[config.mk]
export PLATFORM = sky130hd
export DESIGN_NAME = cpu_top
export DESIGN_NICKNAME = d
export VERILOG_FILES = /design/src/cpu_pkg.sv /design/src/pipe_if.sv /design/src/fetch_unit.sv /design/src/ifid_reg.sv /design/src/decode_stage.sv /design/src/execute_stage.sv /design/src/cpu_top.sv
export SDC_FILE = /design/constraint.sdc
export NUM_CORES = 1
export LEC_CHECK = 0
export BUFFER_PORTS_ARGS = -buffer_cell sky130_fd_sc_hd__buf_2
export CORE_MARGIN = 3
export CORE_UTILIZATION = 35
export DETAILED_ROUTE_END_ITERATION = 16
export RECOVER_POWER = 50
export SLEW_MARGIN = 20
export SYNTH_ARGS = -nofsm -noshare
export SYNTH_HDL_FRONTEND = slang
export SYNTH_SLANG_ARGS = --single-unit
[constraint.sdc]
create_clock -name clk -period 9.1 [get_ports clk]
set_input_delay 0.91 -clock clk [delete_from_list [all_inputs] [get_ports clk]]
set_output_delay 0.91 -clock clk [all_outputs]
set_load 0.05 [all_outputs]
[src/cpu_pkg.sv]
// CPU package: widths, opcodes, no-op word and the instruction views
package cpu_pkg;

   localparam int word_w     = 16;        // Data and PC width
   localparam int reg_addr_w = 4;         // Register index width
   localparam int op_w       = 4;         // Opcode field width

   // Bubble loaded into IF/ID on a hazard
   localparam logic [word_w-1:0] nop_word = 16'hF000;

   // Return address of CALL lands here
   localparam logic [reg_addr_w-1:0] link_reg = 4'd15;

   // Opcode encodings
   typedef enum logic [op_w-1:0] {
      op_add  = 4'h0,
      op_sub  = 4'h1,
      op_and  = 4'h2,
      op_or   = 4'h3,
      op_addi = 4'h4,                     // rd = rs + imm4
      op_ldi  = 4'h5,                     // rd = imm8
      op_call = 4'h6,                     // r15 = PC+1, jump
      op_nop  = 4'hF                      // Also stands for unused codes
   } alu_op_e;

   // One instruction word, three ways to read it
   typedef union packed {
      // Register format
      struct packed {
         logic [op_w-1:0]       opcode;
         logic [reg_addr_w-1:0] rd;
         logic [reg_addr_w-1:0] rs;
         logic [reg_addr_w-1:0] rt;       // Same bits as imm4 of ADDI
      } r;

      // Immediate format
      struct packed {
         logic [op_w-1:0]       opcode;
         logic [reg_addr_w-1:0] rd;
         logic [7:0]            imm8;
      } i;

      // Call format
      struct packed {
         logic [op_w-1:0] opcode;
         logic [11:0]     target;         // Low 12 bits of jump address
      } c;
   } instr_u;

endpackage

[src/pipe_if.sv]
// Stage-to-stage buses of the pipeline, IF/ID to decode and decode to execute

interface fetch_decode_if;
   logic [cpu_pkg::op_w-1:0]       opcode;
   logic [cpu_pkg::reg_addr_w-1:0] rd;
   logic [cpu_pkg::reg_addr_w-1:0] rs;
   logic [cpu_pkg::reg_addr_w-1:0] rt;
   logic [3:0]                     imm4;
   logic [7:0]                     imm8;
   logic [11:0]                    target;
   logic [cpu_pkg::word_w-1:0]     pc;           // PC of the word in IF/ID
   logic                           redirect;     // CALL seen in decode
   logic [cpu_pkg::word_w-1:0]     redirect_pc;

   modport ifid   (output opcode, rd, rs, rt, imm4, imm8, target, pc, input redirect);
   modport decode (input opcode, rd, rs, rt, imm4, imm8, target, pc,
                   output redirect, redirect_pc);
   modport fetch  (input redirect, redirect_pc);
endinterface

interface decode_exec_if;
   // ID/EX register contents
   logic                           valid;
   cpu_pkg::alu_op_e               op;
   logic [cpu_pkg::reg_addr_w-1:0] rd;
   logic [cpu_pkg::word_w-1:0]     operand_a;
   logic [cpu_pkg::word_w-1:0]     operand_b;
   logic [cpu_pkg::word_w-1:0]     pc;

   // Write-back path, back toward decode
   logic                           wb_en;
   logic [cpu_pkg::reg_addr_w-1:0] wb_addr;
   logic [cpu_pkg::word_w-1:0]     wb_data;

   modport decode  (output valid, op, rd, operand_a, operand_b, pc,
                    input wb_en, wb_addr, wb_data);
   modport execute (input valid, op, rd, operand_a, operand_b, pc,
                    output wb_en, wb_addr, wb_data);
endinterface

[src/fetch_unit.sv]
// Fetch stage: program counter with stall hold and CALL redirect
module fetch_unit (
   input  logic                       clk,
   input  logic                       rst,
   input  logic                       mem_wait,   // Instruction memory not ready
   fetch_decode_if.fetch              fd,
   output logic [cpu_pkg::word_w-1:0] imem_addr
);

   logic [cpu_pkg::word_w-1:0] pc;
   logic [cpu_pkg::word_w-1:0] pc_next;

   // Next PC select
   // Redirect wins over a stall, the word behind CALL is dropped anyway
   always_comb begin
      if (fd.redirect) begin
         pc_next = fd.redirect_pc;                // Jump to CALL target
      end else if (mem_wait) begin
         pc_next = pc;                            // Hold until memory ready
      end else begin
         pc_next = pc + 16'd1;
      end
   end

   always_ff @(posedge clk) begin
      if (rst) begin
         pc <= '0;                                // Start at address 0
      end else begin
         pc <= pc_next;
      end
   end

   // ROM is combinational, address straight from the register
   assign imem_addr = pc;

endmodule

[src/ifid_reg.sv]
// IF/ID pipeline register: splits the instruction word, loads a bubble on hazard
module ifid_reg (
   input  logic                       clk,
   input  logic                       rst,
   input  logic [cpu_pkg::word_w-1:0] instr,     // Word from instruction memory
   input  logic [cpu_pkg::word_w-1:0] pc_in,     // Address it was fetched from
   input  logic                       mem_wait,
   fetch_decode_if.ifid               fd
);

   logic             hazard;
   cpu_pkg::instr_u  word;                       // Word about to be latched

   // Stall from memory or squash behind a CALL
   assign hazard = mem_wait | fd.redirect;

   // Bubble replaces the fetched word on reset or hazard
   always_comb begin
      if (rst || hazard) begin
         word = cpu_pkg::nop_word;
      end else begin
         word = instr;
      end
   end

   // Field split through the union views
   always_ff @(posedge clk) begin
      fd.opcode <= word.r.opcode;
      fd.rd     <= word.r.rd;
      fd.rs     <= word.r.rs;
      fd.rt     <= word.r.rt;
      fd.imm4   <= word.r.rt;                     // Arithmetic immediate
      fd.imm8   <= word.i.imm8;
      fd.target <= word.c.target;
   end

   // PC of the word, frozen while a bubble goes in
   always_ff @(posedge clk) begin
      if (rst) begin
         fd.pc <= '0;
      end else if (!hazard) begin
         fd.pc <= pc_in;
      end
   end

endmodule

[src/decode_stage.sv]
// Decode stage: register file, write-back bypass, CALL redirect and ID/EX register
module decode_stage (
   input  logic           clk,
   input  logic           rst,
   fetch_decode_if.decode fd,
   decode_exec_if.decode  dx
);

   // 16 x 16 register file
   logic [cpu_pkg::word_w-1:0] regs [16];

   logic [cpu_pkg::word_w-1:0] rs_val;           // Operand a after bypass
   logic [cpu_pkg::word_w-1:0] rt_val;
   logic [cpu_pkg::word_w-1:0] opnd_b;
   logic [cpu_pkg::word_w-1:0] pc_inc;           // Return address for CALL
   logic                       is_exec;          // Opcode does real work
   cpu_pkg::alu_op_e           op;

   // Written at the edge that ends the execute cycle
   always_ff @(posedge clk) begin
      if (dx.wb_en) begin
         regs[dx.wb_addr] <= dx.wb_data;
      end
   end

   // Result of the instruction just ahead is not in the file yet
   assign rs_val = (dx.wb_en && dx.wb_addr == fd.rs) ? dx.wb_data : regs[fd.rs];
   assign rt_val = (dx.wb_en && dx.wb_addr == fd.rt) ? dx.wb_data : regs[fd.rt];

   assign pc_inc = fd.pc + 16'd1;

   // Opcode check and operand b select
   always_comb begin
      is_exec = 1'b1;
      op      = cpu_pkg::alu_op_e'(fd.opcode);
      case (fd.opcode)
         cpu_pkg::op_add,
         cpu_pkg::op_sub,
         cpu_pkg::op_and,
         cpu_pkg::op_or: begin
            opnd_b = rt_val;                     // Register group
         end
         cpu_pkg::op_addi: begin
            opnd_b = {12'd0, fd.imm4};           // Zero-extended imm4
         end
         cpu_pkg::op_ldi: begin
            opnd_b = {8'd0, fd.imm8};            // Zero-extended imm8
         end
         cpu_pkg::op_call: begin
            opnd_b = pc_inc;                     // Link value
         end
         default: begin
            // F and unused codes do nothing
            is_exec = 1'b0;
            op      = cpu_pkg::op_nop;
            opnd_b  = rt_val;
         end
      endcase
   end

   // CALL redirects fetch in the cycle it sits in IF/ID
   assign fd.redirect    = (fd.opcode == cpu_pkg::op_call);
   assign fd.redirect_pc = {fd.pc[15:12], fd.target}; // Page of the CALL kept

   // ID/EX valid bit
   always_ff @(posedge clk) begin
      if (rst) begin
         dx.valid <= 1'b0;
      end else begin
         dx.valid <= is_exec;                    // No write-back for bubbles
      end
   end

   // ID/EX payload
   always_ff @(posedge clk) begin
      dx.op        <= op;
      dx.rd        <= fd.rd;
      dx.operand_a <= rs_val;
      dx.operand_b <= opnd_b;
      dx.pc        <= fd.pc;
   end

endmodule

[src/execute_stage.sv]
// Execute stage: ALU on the ID/EX contents and the write-back port
module execute_stage (
   input  logic                           clk,
   input  logic                           rst,
   decode_exec_if.execute                 dx,
   output logic                           wb_en,
   output logic [cpu_pkg::reg_addr_w-1:0] wb_addr,
   output logic [cpu_pkg::word_w-1:0]     wb_data
);

   logic [cpu_pkg::word_w-1:0]     result;
   logic [cpu_pkg::reg_addr_w-1:0] dest;

   // ALU
   always_comb begin
      case (dx.op)
         cpu_pkg::op_add,
         cpu_pkg::op_addi: result = dx.operand_a + dx.operand_b;
         cpu_pkg::op_sub:  result = dx.operand_a - dx.operand_b;
         cpu_pkg::op_and:  result = dx.operand_a & dx.operand_b;
         cpu_pkg::op_or:   result = dx.operand_a | dx.operand_b;
         cpu_pkg::op_ldi,
         cpu_pkg::op_call: result = dx.operand_b; // Immediate or link value
         default:          result = dx.operand_b;
      endcase
   end

   // CALL always links into r15
   assign dest = (dx.op == cpu_pkg::op_call) ? cpu_pkg::link_reg : dx.rd;

   // Top-level copies
   assign wb_en   = dx.valid;                     // Every valid op writes
   assign wb_addr = dest;
   assign wb_data = result;

   // Same values back to decode
   assign dx.wb_en   = wb_en;
   assign dx.wb_addr = wb_addr;
   assign dx.wb_data = wb_data;

endmodule

[src/cpu_top.sv]
// Three-stage 16-bit CPU core: fetch, decode and execute with plain outside ports
module cpu_top (
   input  logic                           clk,
   input  logic                           rst,
   input  logic [cpu_pkg::word_w-1:0]     instr,      // From combinational ROM
   input  logic                           mem_wait,   // ROM not ready
   output logic [cpu_pkg::word_w-1:0]     imem_addr,
   output logic                           wb_en,
   output logic [cpu_pkg::reg_addr_w-1:0] wb_addr,
   output logic [cpu_pkg::word_w-1:0]     wb_data
);

   // Stage buses
   fetch_decode_if fd_bus ();
   decode_exec_if  dx_bus ();

   // Program counter
   fetch_unit u_fetch (
      .clk       (clk),
      .rst       (rst),
      .mem_wait  (mem_wait),
      .fd        (fd_bus),
      .imem_addr (imem_addr)
   );

   // IF/ID register, latches the word at the current PC
   ifid_reg u_ifid (
      .clk      (clk),
      .rst      (rst),
      .instr    (instr),
      .pc_in    (imem_addr),
      .mem_wait (mem_wait),
      .fd       (fd_bus)
   );

   // Register read, bypass and ID/EX
   decode_stage u_decode (
      .clk (clk),
      .rst (rst),
      .fd  (fd_bus),
      .dx  (dx_bus)
   );

   // ALU and write-back
   execute_stage u_exec (
      .clk     (clk),
      .rst     (rst),
      .dx      (dx_bus),
      .wb_en   (wb_en),
      .wb_addr (wb_addr),
      .wb_data (wb_data)
   );

endmodule

After elaboration in Yosys (flattened, before gate mapping):

Memory sizes are Yosys's and may differ from the RTL's. A register that Yosys moved wholly into a read port is not among the register bits.
Cells that the tools add are included.
Widths: inputs -> output; s select.

* add/subtract/negate cells: 4
* reduce and logical (&&, ||, !) cells: 6
* mux-type cells: 10
* eq/ne operators: 13
* bitwise logic cells: 3

Operators by type and width (number)
* $pmux 16 s4: 1
* $mux 16: 3
* $pmux 16 s3: 1
* $add 16x1->16 const B: 2
* $eq 4x3->1 const B: 5
* $add 16x16->16: 1
* $and 16x16->16: 1
* $eq 4x2->1 const B: 4
* $or 16x16->16: 1
* $sub 16x16->16: 1
* $mux 12: 1
* $eq 4x1->1 const B: 2
* $logic_not 4->1: 2
* $reduce_or 7->1: 1
* $eq 4x4->1: 1
* $mux 4: 1
* $mux 1: 3
* $ne 2x1->1 const B: 1
* $reduce_or 2->1: 1
* $logic_and 1x1->1: 1
* $logic_or 1x1->1: 1
* $or 1x1->1: 1

* output and inout port bits: 37
* register bits after elaboration: 93
* bits of input ports: 19
* RAM bits: 256
* word-level logic and storage cells: 49
* memories: 1

Memories
* u_decode.regs: words 16, width 16, read ports 2, clocked after memory_dff 2, wr ports 1, RTL line decode_stage.sv:10 `logic [cpu_pkg::word_w-1:0] regs [16];`

Logic depth before layout (Yosys ltp):

Gate-level depths: netlist of run 1.

* word-level depth: 6
* depth in mapped cells: 16
* depth with buffers taken out: 14

By module:

From an unflattened synthesis of run 1, not the netlist that was laid out.

* cell total of the unflattened synthesis: 1195
* area, all modules: 17561.8 um^2

By module, submodules not included
* decode_stage: instances 1, area each 13381.6 um^2, seq. area each 8588.2 um^2, cells an instance 685
* execute_stage: instances 1, area each 1894.3 um^2, seq. area each 0.0 um^2, cells an instance 264
* ifid_reg: instances 1, area each 1292.5 um^2, seq. area each 640.6 um^2, cells an instance 130
* fetch_unit: instances 1, area each 993.5 um^2, seq. area each 320.3 um^2, cells an instance 116

Least setup slack after synthesis of run 1:

OpenSTA, ideal clock, no wires.

* kind: register to output
* start: reg (tool-made name)
* end: out wb_data[10] in the netlist's numbering
* path buffers: 4
* data required time: 8.190 ns
* arrival: 6.362 ns
* path slack: 1.828 ns
* stages on the path, launching flop included: 15
* cells stage by stage: dfxtp_1 buf_2 buf_4 buf_2 buf_4 mux4_2 mux4_2 inv_1 ha_1 fa_1 nor2b_1 o31ai_1 a2bb2oi_1 a21o_1 o311ai_0

RTL lines
* end, declared: RTL line cpu_top.sv:10 `output logic [cpu_pkg::word_w-1:0] wb_data`

==> flow_summary.ini, run 1 <==
[timing]
hold_viol_final = 0
fin_worst_skew_ps = 17.9
tns_ps = 0
rsz0062_at_grt = no
slew_violations = 275
fin_crit_sh = 0.689
period_needed_ps = 6270
slew_headroom = -0.740
tightest_slew_ps = 2600
setup_violations = 0
max_freq_ghz = 0.159
fin_ws_ps = 2830

[logic_synthesis]
synth_cell_type_count = 69
synthXorXnorAreaFrac = 0.0246
yosys_warnings = 0
yosysSeqAreaShare = 0.563
postSynthAreaPerCell_um2 = 15.0
synthesis.nets = 1135
ys.flop_type = edfxtp_1
synthSimpleGateAreaFrac = 0.0751
synth-compound-area-share = 0.0715
syn-cell-area_um2 = 16400
synth_mux_area_frac = 0.227
async_reset_ff_frac = 0
yosys.area_share.adder = 0.0165
synth_seq_cells = 333
synthCells = 1095
synth_top_family_by_area = multiplexers
synth_edf_count = 256

[final_layout]
final_area_um2 = 18500
antenna_cells = 0
areaGrowthSynthToFinish_pct = 12.9
final_common_cell = edfxtp_1
final_cell_mix = edfxtp_1 (256), mux4_2 (152), nand2_1 (84)
nets = 1195
drive_above_1_share = 0.243

[grt]
grtUsageTotal = 0.178
grt_max_degree = 67
grt_pass1_wl_um = 67200
antenna_found_initial = 0
grt_pass1_vias = 10718
grt-ovfl-total = 0

[routing]
vias = 10347
viasPerCell = 5.81
drt_first_pass_iters = 5
first_iter_violations = 930
drt_wl_total_um = 44500
ant_nets = 0
route.detailed.drc = 0
wl_per_cell_um = 25.0

[floorplanning]
rows = 78
initial_core_util = 0.358
die_y_um = 222
core_um2 = 45800
ioPinCount = 56
dieArea_um2 = 49400
die_w_um = 222

[placement]
preCtsSetupSlack_ps = 3350
portBuffers = 55
detailed_place.area_um2 = 17500
gp_congestion = 0.898
place_hpwl_um = 27700

[setup_path]
cp_top_family = buffers and inverters
path_cells = buf_4 > mux4_2 > mux4_2 > ha_1 > nand2_1 > a211o_1 > a311oi_1 > a21oi_1 > xor2_1 > o21bai_1 > buf_4 > buf_2
cp_num_buf_inv = 3
crit_type = reg2out
crit_path_start_kind = register
end_kind = primary output
required_ps = 8190
r2r_slack_ps = 4230
slowest_delay_ps = 1080
crit_fanout = 37
crit_path_top_delay_cell = dfxtp_2
arrival_ps = 5360

[clock_network]
cts_tree = built
cts.sinks = 333
cts_setup_buffers = 0
clock_path_buffers = 3
clk-insertion-delay-late_ps = 530
numCtsBuffers = 37
cts.clk_slew.worst_paths_ps = 60
postCtsResizedCells = 0
ctsHoldBuffers = 0
h-tree-depth = 2
root_buffer = clkbuf_16

[power_and_ir_drop]
ir_drop_v = 0.000118
power_density_nw_per_um2 = 189
cellLeakagePower_nw = 5.86

[hold_path]
hold_path_class = reg2reg
min-delay-start = u_ifid.fd.rd[1]

[job]
max_cap_viol_count = 14

[status]
violations = capacitance limit, slew limit
status = finished with violations
-- per-layer routing --
layer	routed length [µm]	global-route usage
met1	18200	0.234
met2	21800	0.300
met3	3120	0.0344
met4	1360	0.0566
met5	0	0
-- final cells by class --
class | count | area, µm²
sequential | 333 | 9240
clock inverter | 18 | 175
tap | 600 | 751
multi-input combinational | 675 | 6820
clock buffer | 47 | 983
timing repair buffer | 88 | 452
inverter | 20 | 75.1
fill | 4132 | 27300
-- metrics by stage --
stage	power (mW)	util	hold WS (ps)	std cells
detailed placement	2.08	0.382	376	1716
CTS	3.53	0.407	379	1781
global placement	2.08	0.382	371	1716
finish	3.50	0.404	393	1781
global route	3.62	0.404	396	1781
floorplan	1.98	-	331	1095
-- synth_stat cells (all sizes together), types with 4 or more instances --
library cell | count | area share
edfxtp | 256 | 0.47
mux4 | 152 | 0.21
nand2 | 84 | 0.019
dfxtp | 77 | 0.094
nor2 | 66 | 0.015
clkbuf | 43 | 0.0099
a21oi | 42 | 0.013
o21ai | 33 | 0.010
xor2 | 27 | 0.014
buf | 24 | 0.0073
mux2i | 23 | 0.014
ha | 20 | 0.015
inv | 20 | 0.0046
xnor2 | 19 | 0.010
and2 | 15 | 0.0057
nand3 | 15 | 0.0046
a211oi | 13 | 0.0060
nor2b | 12 | 0.0046
a21o | 11 | 0.0050
nor3 | 11 | 0.0034
or3 | 10 | 0.0038
nand2b | 9 | 0.0034
a221o | 8 | 0.0049
and3 | 7 | 0.0027
nand4 | 7 | 0.0027
or2 | 7 | 0.0027
a22oi | 6 | 0.0027
a311oi | 6 | 0.0032
mux2 | 6 | 0.0041
a31oi | 4 | 0.0015
o2111ai | 4 | 0.0021
o211ai | 4 | 0.0018
o22a | 4 | 0.0021
o22ai | 4 | 0.0015
o31ai | 4 | 0.0018
-- flip-flops by register name (all words and copies together) (netlist names), named ones only --
signal                 count
u_decode.regs            256
u_ifid.fd.target           1
u_decode.dx.rd             4
u_ifid.fd.imm8             4
u_decode.dx.valid          1
u_fetch.imem_addr         16
u_ifid.fd.rs               3
u_ifid.fd.pc              16
u_ifid.fd.rd               4
u_ifid.fd.opcode           4
u_decode.dx.operand_b     16
u_decode.dx.op             4
-- worst reg2reg max path: cells and delay by family (launching register included) --
| kind | cells | cell delay [ps] |
|---|---|---|
| compound gates | 3 | 950 |
| fa+ha+maj | 1 | 420 |
| mux | 2 | 950 |
| simple gates | 3 | 760 |
| buf+inv | 1 | 580 |
| flops | 1 | 1080 |
-- logic make-up after synthesis --
group | Yosys count
compound gates | 172
xor+xnor | 46
fa+ha+maj | 21
buf+inv | 87
flops | 333
mux | 181
simple gates | 255
-- where the power goes --
group / switching [mW] / internal, mW
Clock: 0.596 / 0.852
Combinational: 0.212 / 0.138
Sequential: 0.0330 / 1.67
Total: 0.841 / 2.66
-- worst paths after layout --
check	to	cells past startpoint
setup / recovery	wb_data[13]	12
hold / removal	u_decode.dx.rd[1]	0
setup reg to reg	u_decode.dx.operand_b[11]	10
hold reg to reg	u_decode.dx.rd[1]	0
No activity file was read; power rests on OpenSTA's default activity.
==> run 2: changes to the inputs <==
--- a/config.mk
+++ b/config.mk
@@ -5,6 +5,7 @@
 export SDC_FILE = /design/constraint.sdc
 export NUM_CORES = 1
 export LEC_CHECK = 0
+export ABC_AREA = 1
 export BUFFER_PORTS_ARGS = -buffer_cell sky130_fd_sc_hd__buf_2
 export CORE_MARGIN = 3
 export CORE_UTILIZATION = 35
==> constraint.sdc (replaced) <==
create_clock -name clk -period 6 [get_ports clk]
set_input_delay 0.6 -clock clk [delete_from_list [all_inputs] [get_ports clk]]
set_output_delay 0.6 -clock clk [all_outputs]
set_load 0.05 [all_outputs]
==> run 2 against run 1 <==
  * The run still ends with capacitance limit, slew limit left
  * Clock skew grew 7.5 ps
  * Worst setup slack got worse by 2300 ps
  * Cell area up 4.9%
  * Via count up 46%
  * Wire length up 32%
  * Critical path type unchanged
  * Register-to-register slack got worse by 2500 ps
  * Non-clock buffer count fell by 4
  * Die area is 6.5% higher
==> flow_summary.ini, run 2 <==
[routing]
drt_first_pass_iters = 6
route.detailed.drc = 0
vias = 15073
drt_wl_total_um = 58700
first_iter_violations = 1515
wl_per_cell_um = 21.8
ant_nets = 0
viasPerCell = 5.60

[floorplanning]
die_w_um = 229
initial_core_util = 0.356
dieArea_um2 = 52700
rows = 81
die_y_um = 229
ioPinCount = 56
core_um2 = 49200

[timing]
tns_ps = 0
tightest_slew_ps = 3060
rsz0062_at_grt = no
setup_violations = 0
whs_ps = 232
fin_crit_sh = 0.914
period_needed_ps = 5480
fin_worst_skew_ps = 25.4
slew_headroom = -1.05
max_freq_ghz = 0.182
hold_viol_final = 0
slew_violations = 255

[final_layout]
final_cell_mix = o21ai_0 (288), nor2_1 (256), edfxtp_1 (256)
drive_above_1_share = 0.0810
areaGrowthSynthToFinish_pct = 11.0
fillers = 4872
fin_cells = 2690
largest_reg_flops = 256
nets = 2039
final_area_um2 = 19400
largest-register = u_decode.regs
final_common_cell = o21ai_0

[hold_path]
min-delay-start = instr[13]
hold_path_class = in2reg

[logic_synthesis]
synthMostInstantiatedCell = o21ai_0
synth_cell_type_count = 48
yosysSeqAreaShare = 0.528
synth_top_area_frac = 0.440
synth_area_leaders = edfxtp_1 (44%), dfxtp_1 (8.8%), o21ai_0 (8.2%), nor2_1 (5.5%), nand2_1 (5.4%)
async_reset_ff_frac = 0
synthCells = 1998
syn-cell-area_um2 = 17500
postSynthAreaPerCell_um2 = 8.75
synth_seq_cells = 333
yosys-top-cells-count = o21ai_0 (288), nor2_1 (257), edfxtp_1 (256), nand2_1 (251), inv_1 (181)
synthesis.nets = 2038
yosys_warnings = 0
synth_area_leader_cell = edfxtp_1
ys.flop_type = edfxtp_1
synth_edf_count = 256

[setup_path]
crit_type = reg2out
end_kind = primary output
crit_path_end = wb_data[14]
reg2reg_depth = 20
crit_fanout = 37
crit_path_start_kind = register
r2r_slack_ps = 1710
regToRegEndpoint = u_decode.regs[11][14]
required_ps = 5400
arrival_ps = 4880

[power_and_ir_drop]
power_density_nw_per_um2 = 294
p_int_mw = 4.19
swShare = 0.264
ir_drop_v = 0.000177
switchingPower_mw = 1.50
cellLeakagePower_nw = 7.11
pwr-share-clk = 0.424
seqPwrFrac = 0.455
p_comb_frac = 0.121
power.total_mw = 5.70

[clock_network]
cts_tree = built
clock_path_buffers = 3
h-tree-depth = 2
root_buffer = clkbuf_16
clk-insertion-delay-late_ps = 560
postCtsResizedCells = 0
cts_setup_buffers = 0
cts.sinks = 333
numCtsBuffers = 38
cts.clk_slew.worst_paths_ps = 60
ctsHoldBuffers = 0

[grt]
grt_pass1_vias = 14516
antenna_found_initial = 0
grt_pass1_wl_um = 87700
grt_max_degree = 79
grt-ovfl-total = 0
grtUsageTotal = 0.218

[job]
max_cap_viol_count = 15

[status]
violations = capacitance limit, slew limit
status = finished with violations

[placement]
gp_congestion = 0.967
portBuffers = 55
detailed_place.area_um2 = 18300
place_inst = 2623
place_hpwl_um = 35000
## run 2: metal layers
layer | routed length [µm] | track usage | up-vias | share of wire
li1 | - | - | 6975 | -
met5 | 0 | 0 | - | 0
met2 | 26900 | 0.348 | 832 | 0.46
met4 | 2260 | 0.0988 | 0 | 0.038
met3 | 5300 | 0.0368 | 152 | 0.090
met1 | 24300 | 0.291 | 7114 | 0.41
## run 2: stage by stage
stage	setup WS, ps	utilization
2_1_floorplan	1960	-
3_3_place_gp	1220	0.372
3_5_place_dp	1170	0.372
4_1_cts	573	0.398
5_1_grt	131	0.395
6_report	519	0.395
## run 2: power by group through the flow
stage                     combinational [mW]  clock, mW  sequential (mW)
after global routing                   0.752       2.55             2.60
after global placement                 0.673          0             2.64
after detailed placement               0.682          0             2.64
after floorplan                        0.486          0             2.62
final                                  0.688       2.42             2.59
after CTS                              0.685       2.45             2.59
## run 2: kinds of logic after synthesis
family,count (synthesis),synth area share
simple gates,691,0.168
compound gates,614,0.196
flops,333,0.528
buf+inv,314,0.0801
xor+xnor,25,0.0125
fa+ha+maj,21,0.0155
## run 2: worst min path at each step
stage / endpoint / depth (start not counted)
6_report: u_ifid.fd.opcode[1] / 2
5_1_grt: u_ifid.fd.opcode[1] / 2
4_1_cts: u_ifid.fd.opcode[1] / 2
3_5_place_dp: u_decode.dx.rd[3] / 0
3_3_place_gp: u_decode.dx.rd[3] / 0
2_1_floorplan: u_decode.dx.rd[2] / 0
## run 2: critical path, cell delays in order, from the launching register on
cell and delay, ps:
dfxtp_4 470, inv_2 560, o21ai_0 190, o21ai_0 190, o221ai_1 130, nand2_1 160, inv_1 80, ha_1 240
fa_1 470, inv_1 70, nand3_1 60, nand2_1 150, nand2_1 70, nand2_1 120, nand3_1 110, nand3b_1 110
nand3_1 70, nand2_1 80, inv_1 50, nand2_1 530, buf_2 390
## run 2: cell type report
type | instances | area (µm²) | share of cell area
inverters | 191 | 717 | 0.0370
well taps | 664 | 831 | 0.0428
clock buffers | 46 | 1000 | 0.0516
repair buffers | 84 | 489 | 0.0252
multi-input cells | 1351 | 6840 | 0.352
diodes | 1 | 2.50 | 0.000129
clock inverters | 20 | 278 | 0.0143
flip-flops and latches | 333 | 9240 | 0.476
